==> src/common/lcd_pkg.sv <==
// Constants fit a 480x272 RGB666 panel in sync-plus-DE mode and all counters are cnt_w bits
package lcd_pkg;

    // Horizontal timing in dots
    localparam int h_active = 480;
    localparam int h_back = 30;
    localparam int h_front = 50;
    localparam int h_total = h_back + h_active + h_front;

    // Vertical timing in lines
    localparam int v_active = 272;
    localparam int v_back = 5;
    localparam int v_front = 20;
    localparam int v_total = v_back + v_active + v_front;

    // Sync pulses sit at the start of the back porch
    localparam int hsync_len = 4;
    localparam int vsync_len = 2;

    // Colour bar geometry
    localparam int bar_width = 60;
    localparam int bar_count = 8;
    localparam int bar_idx_w = $clog2(bar_count);

    // Pixel FIFO depth doubles as the initial credit count
    localparam int fifo_depth = 8;
    localparam int fifo_ptr_w = $clog2(fifo_depth);
    localparam int fifo_cnt_w = $clog2(fifo_depth + 1);

    localparam int cnt_w = 10;
    localparam int scroll_w = 3;

    typedef struct packed {
        logic [5:0] r;
        logic [5:0] g;
        logic [5:0] b;
    } rgb666_t;

    typedef struct packed {
        logic de;
        logic hsync_n;
        logic vsync_n;
    } scan_t;

    localparam logic [5:0] chan_max = 6'd63;

    // Bar order from the left edge before scrolling
    localparam rgb666_t bar_colors [bar_count] = '{
        '{r: 6'd0,    g: 6'd0,    b: 6'd0},
        '{r: chan_max, g: 6'd0,    b: 6'd0},
        '{r: 6'd0,    g: chan_max, b: 6'd0},
        '{r: 6'd0,    g: 6'd0,    b: chan_max},
        '{r: chan_max, g: chan_max, b: 6'd0},
        '{r: 6'd0,    g: chan_max, b: chan_max},
        '{r: chan_max, g: 6'd0,    b: chan_max},
        '{r: chan_max, g: chan_max, b: chan_max}
    };

endpackage

==> src/hdl/lcd_timing.sv <==
// Counters free-run from reset with no external sync input and scan lags them by one clock
`timescale 1ns/10ps

module lcd_timing import lcd_pkg::*; (
    input  logic  lcd_clk,
    input  logic  rst_n,
    output scan_t scan
);

    logic [cnt_w-1:0] h_cnt;
    logic [cnt_w-1:0] v_cnt;
    logic             h_last;
    logic             v_last;
    logic             h_act;
    logic             v_act;
    scan_t            scan_next;

    assign h_last = (h_cnt == cnt_w'(h_total - 1));
    assign v_last = (v_cnt == cnt_w'(v_total - 1));

    // Dot counter wraps at h_total and steps the line counter
    always_ff @(posedge lcd_clk or negedge rst_n) begin
        if (!rst_n) begin
            h_cnt <= '0;
            v_cnt <= '0;
        end else begin
            if (h_last) begin
                h_cnt <= '0;
                if (v_last) begin
                    v_cnt <= '0;
                end else begin
                    v_cnt <= v_cnt + 1'b1;
                end
            end else begin
                h_cnt <= h_cnt + 1'b1;
            end
        end
    end

    // Active window starts right after the back porch
    assign h_act = (h_cnt >= cnt_w'(h_back)) && (h_cnt < cnt_w'(h_back + h_active));
    assign v_act = (v_cnt >= cnt_w'(v_back)) && (v_cnt < cnt_w'(v_back + v_active));

    always_comb begin
        scan_next.de = h_act && v_act;
        scan_next.hsync_n = !(h_cnt < cnt_w'(hsync_len));
        scan_next.vsync_n = !(v_cnt < cnt_w'(vsync_len));
    end

    always_ff @(posedge lcd_clk or negedge rst_n) begin
        if (!rst_n) begin
            scan.de <= 1'b0;
            scan.hsync_n <= 1'b1;
            scan.vsync_n <= 1'b1;
        end else begin
            scan <= scan_next;
        end
    end

endmodule

==> src/hdl/bar_pattern_gen.sv <==
// Runs ahead of the scan by at most fifo_depth pixels and relies on credit_return for pacing
`timescale 1ns/10ps

module bar_pattern_gen import lcd_pkg::*; (
    input  logic                lcd_clk,
    input  logic                rst_n,
    input  logic [scroll_w-1:0] scroll_step,
    input  logic                credit_return,
    output logic                push,
    output rgb666_t             push_data
);

    logic [cnt_w-1:0]      x;
    logic [cnt_w-1:0]      y;
    logic [cnt_w-1:0]      offset;
    logic [scroll_w-1:0]   step_q;
    logic [fifo_cnt_w-1:0] credits;
    logic [cnt_w:0]        x_sum;
    logic [cnt_w-1:0]      x_wrap;
    logic [cnt_w:0]        offset_sum;
    logic [cnt_w-1:0]      offset_next;
    logic [bar_idx_w-1:0]  bar_idx;
    logic                  x_last;
    logic                  y_last;

    assign push = (credits != '0);

    assign x_last = (x == cnt_w'(h_active - 1));
    assign y_last = (y == cnt_w'(v_active - 1));

    // Scrolled column folded back into the active width
    assign x_sum = {1'b0, x} + {1'b0, offset};
    assign x_wrap = (x_sum >= (cnt_w + 1)'(h_active)) ? cnt_w'(x_sum - (cnt_w + 1)'(h_active))
                                                      : cnt_w'(x_sum);
    assign bar_idx = bar_idx_w'(x_wrap / cnt_w'(bar_width));
    assign push_data = bar_colors[bar_idx];

    // Next frame offset modulo h_active
    assign offset_sum = {1'b0, offset} + (cnt_w + 1)'(step_q);
    assign offset_next = (offset_sum >= (cnt_w + 1)'(h_active))
                       ? cnt_w'(offset_sum - (cnt_w + 1)'(h_active))
                       : cnt_w'(offset_sum);

    always_ff @(posedge lcd_clk or negedge rst_n) begin
        if (!rst_n) begin
            x <= '0;
            y <= '0;
            offset <= '0;
            step_q <= '0;
        end else if (push) begin
            // Step is taken with the first pixel and applied once the frame is done
            if (x == '0 && y == '0) begin
                step_q <= scroll_step;
            end
            if (x_last) begin
                x <= '0;
                if (y_last) begin
                    y <= '0;
                    offset <= offset_next;
                end else begin
                    y <= y + 1'b1;
                end
            end else begin
                x <= x + 1'b1;
            end
        end
    end

    // One credit per free FIFO slot
    always_ff @(posedge lcd_clk or negedge rst_n) begin
        if (!rst_n) begin
            credits <= fifo_cnt_w'(fifo_depth);
        end else begin
            case ({push, credit_return})
                2'b10:   credits <= credits - 1'b1;
                2'b01:   credits <= credits + 1'b1;
                default: credits <= credits;
            endcase
        end
    end

endmodule

==> src/hdl/pixel_fifo.sv <==
// Pushes when full and pops when empty are dropped so callers must track occupancy themselves
`timescale 1ns/10ps

module pixel_fifo import lcd_pkg::*; #(
    parameter type payload_t = rgb666_t
) (
    input  logic     lcd_clk,
    input  logic     rst_n,
    input  logic     push,
    input  payload_t push_data,
    input  logic     pop,
    output payload_t head,
    output logic     empty
);

    payload_t              mem [fifo_depth];
    logic [fifo_ptr_w-1:0] wr_ptr;
    logic [fifo_ptr_w-1:0] rd_ptr;
    logic [fifo_cnt_w-1:0] count;
    logic                  full;
    logic                  wr_en;
    logic                  rd_en;

    function automatic logic [fifo_ptr_w-1:0] next_ptr(input logic [fifo_ptr_w-1:0] ptr);
        next_ptr = (ptr == fifo_ptr_w'(fifo_depth - 1)) ? '0 : ptr + 1'b1;
    endfunction

    assign full = (count == fifo_cnt_w'(fifo_depth));
    assign empty = (count == '0);
    assign wr_en = push && !full;
    assign rd_en = pop && !empty;

    // Oldest entry is visible without a read cycle
    assign head = mem[rd_ptr];

    always_ff @(posedge lcd_clk) begin
        if (wr_en) begin
            mem[wr_ptr] <= push_data;
        end
    end

    always_ff @(posedge lcd_clk or negedge rst_n) begin
        if (!rst_n) begin
            wr_ptr <= '0;
            rd_ptr <= '0;
            count <= '0;
        end else begin
            if (wr_en) begin
                wr_ptr <= next_ptr(wr_ptr);
            end
            if (rd_en) begin
                rd_ptr <= next_ptr(rd_ptr);
            end
            case ({wr_en, rd_en})
                2'b10:   count <= count + 1'b1;
                2'b01:   count <= count - 1'b1;
                default: count <= count;
            endcase
        end
    end

endmodule

==> src/hdl/lcd_scanout.sv <==
// Outputs trail scan by one clock and an underflow shows black and latches until reset
`timescale 1ns/10ps

module lcd_scanout import lcd_pkg::*; (
    input  logic    lcd_clk,
    input  logic    rst_n,
    input  scan_t   scan,
    input  rgb666_t head,
    input  logic    empty,
    output logic    pop,
    output logic    credit_return,
    output logic    lcd_de,
    output logic    lcd_hsync_n,
    output logic    lcd_vsync_n,
    output rgb666_t lcd_rgb,
    output logic    underflow
);

    // One pixel per active dot while the FIFO has data
    assign pop = scan.de && !empty;

    // Each pop frees a slot for the generator
    assign credit_return = pop;

    always_ff @(posedge lcd_clk or negedge rst_n) begin
        if (!rst_n) begin
            lcd_de <= 1'b0;
            lcd_hsync_n <= 1'b1;
            lcd_vsync_n <= 1'b1;
            lcd_rgb <= '0;
        end else begin
            lcd_de <= scan.de;
            lcd_hsync_n <= scan.hsync_n;
            lcd_vsync_n <= scan.vsync_n;
            // Blanking and missing pixels both drive black
            lcd_rgb <= pop ? head : '0;
        end
    end

    always_ff @(posedge lcd_clk or negedge rst_n) begin
        if (!rst_n) begin
            underflow <= 1'b0;
        end else if (scan.de && empty) begin
            underflow <= 1'b1;
        end
    end

endmodule

==> src/hdl/lcd_top.sv <==
// Timing is free-running from reset and scroll_step is sampled once per frame by the generator
`timescale 1ns/10ps

module lcd_top import lcd_pkg::*; (
    input  logic                lcd_clk,
    input  logic                rst_n,
    input  logic [scroll_w-1:0] scroll_step,
    output logic                lcd_de,
    output logic                lcd_hsync_n,
    output logic                lcd_vsync_n,
    output rgb666_t             lcd_rgb,
    output logic                underflow
);

    scan_t   scan;
    logic    push;
    rgb666_t push_data;
    logic    pop;
    rgb666_t head;
    logic    empty;
    logic    credit_return;

    lcd_timing u_timing (
        .lcd_clk (lcd_clk),
        .rst_n   (rst_n),
        .scan    (scan)
    );

    bar_pattern_gen u_pattern (
        .lcd_clk       (lcd_clk),
        .rst_n         (rst_n),
        .scroll_step   (scroll_step),
        .credit_return (credit_return),
        .push          (push),
        .push_data     (push_data)
    );

    pixel_fifo #(
        .payload_t (rgb666_t)
    ) u_fifo (
        .lcd_clk   (lcd_clk),
        .rst_n     (rst_n),
        .push      (push),
        .push_data (push_data),
        .pop       (pop),
        .head      (head),
        .empty     (empty)
    );

    lcd_scanout u_scanout (
        .lcd_clk       (lcd_clk),
        .rst_n         (rst_n),
        .scan          (scan),
        .head          (head),
        .empty         (empty),
        .pop           (pop),
        .credit_return (credit_return),
        .lcd_de        (lcd_de),
        .lcd_hsync_n   (lcd_hsync_n),
        .lcd_vsync_n   (lcd_vsync_n),
        .lcd_rgb       (lcd_rgb),
        .underflow     (underflow)
    );

endmodule

==> config.mk <==
export PLATFORM = sky130hd
export DESIGN_NAME = lcd_top
export DESIGN_NICKNAME = d
export VERILOG_FILES = /design/src/common/lcd_pkg.sv /design/src/hdl/lcd_timing.sv /design/src/hdl/bar_pattern_gen.sv /design/src/hdl/pixel_fifo.sv /design/src/hdl/lcd_scanout.sv /design/src/hdl/lcd_top.sv
export SDC_FILE = /design/constraint.sdc
export NUM_CORES = 1
export LEC_CHECK = 0
export BUFFER_PORTS_ARGS = -buffer_cell sky130_fd_sc_hd__buf_4
export CORE_AREA = 4 4 160 100
export CTS_CLUSTER_DIAMETER = 150
export DETAILED_ROUTE_END_ITERATION = 10
export DIE_AREA = 0 0 164 104
export PLACE_DENSITY = 0.61
export SLEW_MARGIN = 20
export SYNTH_ARGS = -nofsm -noshare
export SYNTH_HDL_FRONTEND = slang
export SYNTH_SLANG_ARGS = --single-unit
==> constraint.sdc <==
create_clock -name lcd_clk -period 6.7 [get_ports lcd_clk]
set_input_delay 0.335 -clock lcd_clk [delete_from_list [all_inputs] [get_ports lcd_clk]]
set_output_delay 0.335 -clock lcd_clk [all_outputs]
set_load 0.1 [all_outputs]
==> results.ini <==
[routing]
drc_errors = 0
drt-initial-drc-count = 238
wl_per_cell_um = 16.0
drtAntennaViolNets = 0
wirelength_um = 13900
first_pass_iters = 5
vias = 4929
via_per_inst = 5.69

[place]
place_area_mm2 = 0.00675
place_congestion = 0.946
dp_hpwl_um = 10400
portBuffers = 26

[layout]
final_util = 0.489
antenna_cells = 0
multi_input_area_mm2 = 0.00352
fin_nets = 706
area_growth_pct = 8.77
fillers = 1346
design_area_mm2 = 0.00703
seq_area_mm2 = 0.00265
drive_gt1_frac = 0.142

[yosys]
synth_nets = 696
synthCells = 654
syn_area_mm2 = 0.00646
avgSynthCellArea_um2 = 9.89
ys_seq_area_frac = 0.410
synth-edff-count = 24
synth_top_flop_cell = dfrtp_1
async_reset_ff_frac = 0.762
synth_warnings = 0
ys_types = 87
synth_seq_cells = 101

[floorplan]
rows = 34
dieArea_mm2 = 0.0171
ios = 27
start_util = 0.450
die-height_um = 104
die_x_um = 164
core_area_mm2 = 0.0144

[critical_path]
path_max_fanout = 12
cp_slowest_cell = a2111oi_4
critPathKind = reg2reg
cpMostUsedCell = ha_1
critical_path_required_ns = 6.76
crit_chain = ha_1 -> inv_1 -> fa_1 -> nand2b_2 -> a21o_1 -> a21boi_1 -> nor2_1 -> ha_1 -> nor4_1 -> a2bb2oi_2 -> o32ai_1 -> a221oi_1 -> a2111oi_4 -> o21ai_2 -> a221o_1 -> o21ai_0 -> o32ai_2 -> xnor2_1
slowest_delay_ns = 0.50
startpoint_type = flip-flop
r2r_slack_ns = 1.12
end_kind = flip-flop
critPathArrivalTime_ns = 5.63

[status]
status = completed

[clocking]
post_cts_buffers = 0
clkTransAtPathRegs_ns = 0.07
cts_tree = yes
cts-resized-gates = 0
clock-sinks = 101
cts-hold-fix-buffers = 0
htreeDepth = 3
cts-root-buf = clkbuf_16
clock_latency_ns = 0.34
cts_made_buffers = 9
ctsLongestPathBuffers = 2

[run]
drv_cap = 0

[pwr]
power_per_cell_area_mw_per_mm2 = 161
ir_drop_mv = 0.117
cellLeakagePower_nw = 2.82

[min_path]
holdCritPathClass = in2async

[timing]
finalSetupViolCount = 0
fin_worst_skew_ns = 0.0138
timing.hold.ws_ns = 0.00586
fmax_ghz = 0.179
worst_pin_slew_ns = 1.03
tns_ns = 0
maxSlewViolCount = 0
rsz0062_at_grt = no
hold_viol = 0
slew_headroom = 0.304
period_needed_ns = 5.58
final.period_utilization = 0.832

[global_route]
grt_pass1_vias = 4570
grt_max_degree = 78
grt_usage = 0.169
overflow = 0
grt_first_pass_wirelength_um = 23400
antenna_found_initial = 0

power breakdown:
group          internal, W  switching [W]  total (W)
clock             0.000263       0.000226   0.000489
combinational   0.00000321      0.0000102  0.0000135
sequential        0.000628    0.000000861   0.000629
layout make-up:
cell class                      count  share of cell area
Sequential cell                   101               0.377
Inverter                           30              0.0160
Clock buffer                       11              0.0345
Tap cell                          198              0.0352
Multi-Input combinational cell    493               0.500
Clock inverter                      5             0.00498
Timing Repair Buffer               29              0.0315
sequential cells by signal, indices dropped and copies added, names as in the netlist, 4 cells and up:
register and count:
u_pattern.x 10, u_timing.h_cnt 10, u_timing.v_cnt 10, u_fifo.count 4
u_fifo.mem 24, u_pattern.y 10, u_pattern.offset 10, u_pattern.credits 4
stage by stage:
stage | power [W] | cells | setup slack (ns)
after detailed placement | 0.000655 | 851 | 1.21
final | 0.00113 | 867 | 1.12
after CTS | 0.00115 | 867 | 1.18
after floorplan | 0.000643 | 654 | 1.94
after global routing | 0.00118 | 867 | 0.557
after global placement | 0.000655 | 851 | 1.56
critical path: cells and delay by family (launching register included):
kind	cells	cell delay, ns
adder cells (fa/ha/maj)	3	1.05
buffers and inverters	1	0.07
XOR/XNOR	1	0.49
flip-flops	1	0.46
AND/OR/NAND/NOR	3	0.80
AO/OA/AOI/OAI	10	2.45
synthesized netlist by cell type (4+ instances only):
cell / count / area [um^2]
ha_1: 34 / 425
nand2_1: 65 / 244
xnor2_1: 27 / 236
inv_1: 28 / 105
and2_1: 4 / 25.0
edfxtp_1: 24 / 721
mux2i_1: 8 / 80.1
a211oi_1: 7 / 52.6
or2_2: 4 / 25.0
o21a_1: 5 / 37.5
o211ai_1: 5 / 37.5
nor3_1: 14 / 70.1
o21ai_0: 34 / 170
dfrtp_1: 72 / 1800
o31ai_1: 4 / 30.0
a21oi_1: 18 / 90.1
nand2b_1: 10 / 62.6
dfstp_2: 5 / 131
nand4_1: 13 / 81.3
nor4_1: 9 / 56.3
xor2_1: 25 / 219
clkbuf_1: 10 / 37.5
mux2_2: 4 / 45.0
a211oi_2: 4 / 50.1
nor2b_1: 4 / 25.0
buf_4: 15 / 113
and3_1: 6 / 37.5
mux4_2: 6 / 135
a21o_1: 10 / 75.1
nand3_1: 28 / 140
nor2_1: 57 / 214
per-layer routing:
| layer | GRT usage | share of wire | vias to the layer above |
|---|---|---|---|
| met5 | 0 | 0 | - |
| met4 | 0.0341 | 0.0061 | 0 |
| met3 | 0.0333 | 0.046 | 11 |
| met2 | 0.229 | 0.40 | 128 |
| met1 | 0.273 | 0.55 | 2392 |
| li1 | - | - | 2398 |
kinds of logic after synthesis:
family,share of synthesized area
AO/OA/AOI/OAI,0.169
XOR/XNOR,0.0704
adder cells (fa/ha/maj),0.0782
buffers and inverters,0.0453
flip-flops,0.410
multiplexers,0.0403
AND/OR/NAND/NOR,0.186
final timing paths:
check | depth (start not counted) | startpoint | to
setup / recovery | 18 | u_pattern.x[0] | u_fifo.mem[7][11]
hold / removal | 1 | rst_n | u_scanout.lcd_rgb[16]
setup reg to reg | 18 | u_pattern.x[0] | u_fifo.mem[7][11]
hold reg to reg | 0 | u_timing.scan[0] | u_scanout.lcd_vsync_n
max in group asynchronous | 1 | rst_n | u_pattern.offset[6]
min in group lcd_clk | 2 | scroll_step[1] | u_pattern.step_q[1]
placed cells by master, fill, tap and decap left out, drive strengths merged, types with 6 or more instances in the layout:
master	netlist	final
buf	20	29
a21o	11	11
dfrtp	72	72
xor2	25	25
nand3	28	28
ha	34	34
xnor2	27	27
clkbuf	10	11
mux2i	8	8
nand2b	11	11
a21oi	21	21
nor2	57	57
edfxtp	24	24
nand2	65	65
mux4	6	6
nor4	11	11
inv	30	31
nand4	13	13
nor3	16	16
a211oi	11	11
o21ai	39	39
and3	7	7
No activity file was read; power rests on OpenSTA's default activity.
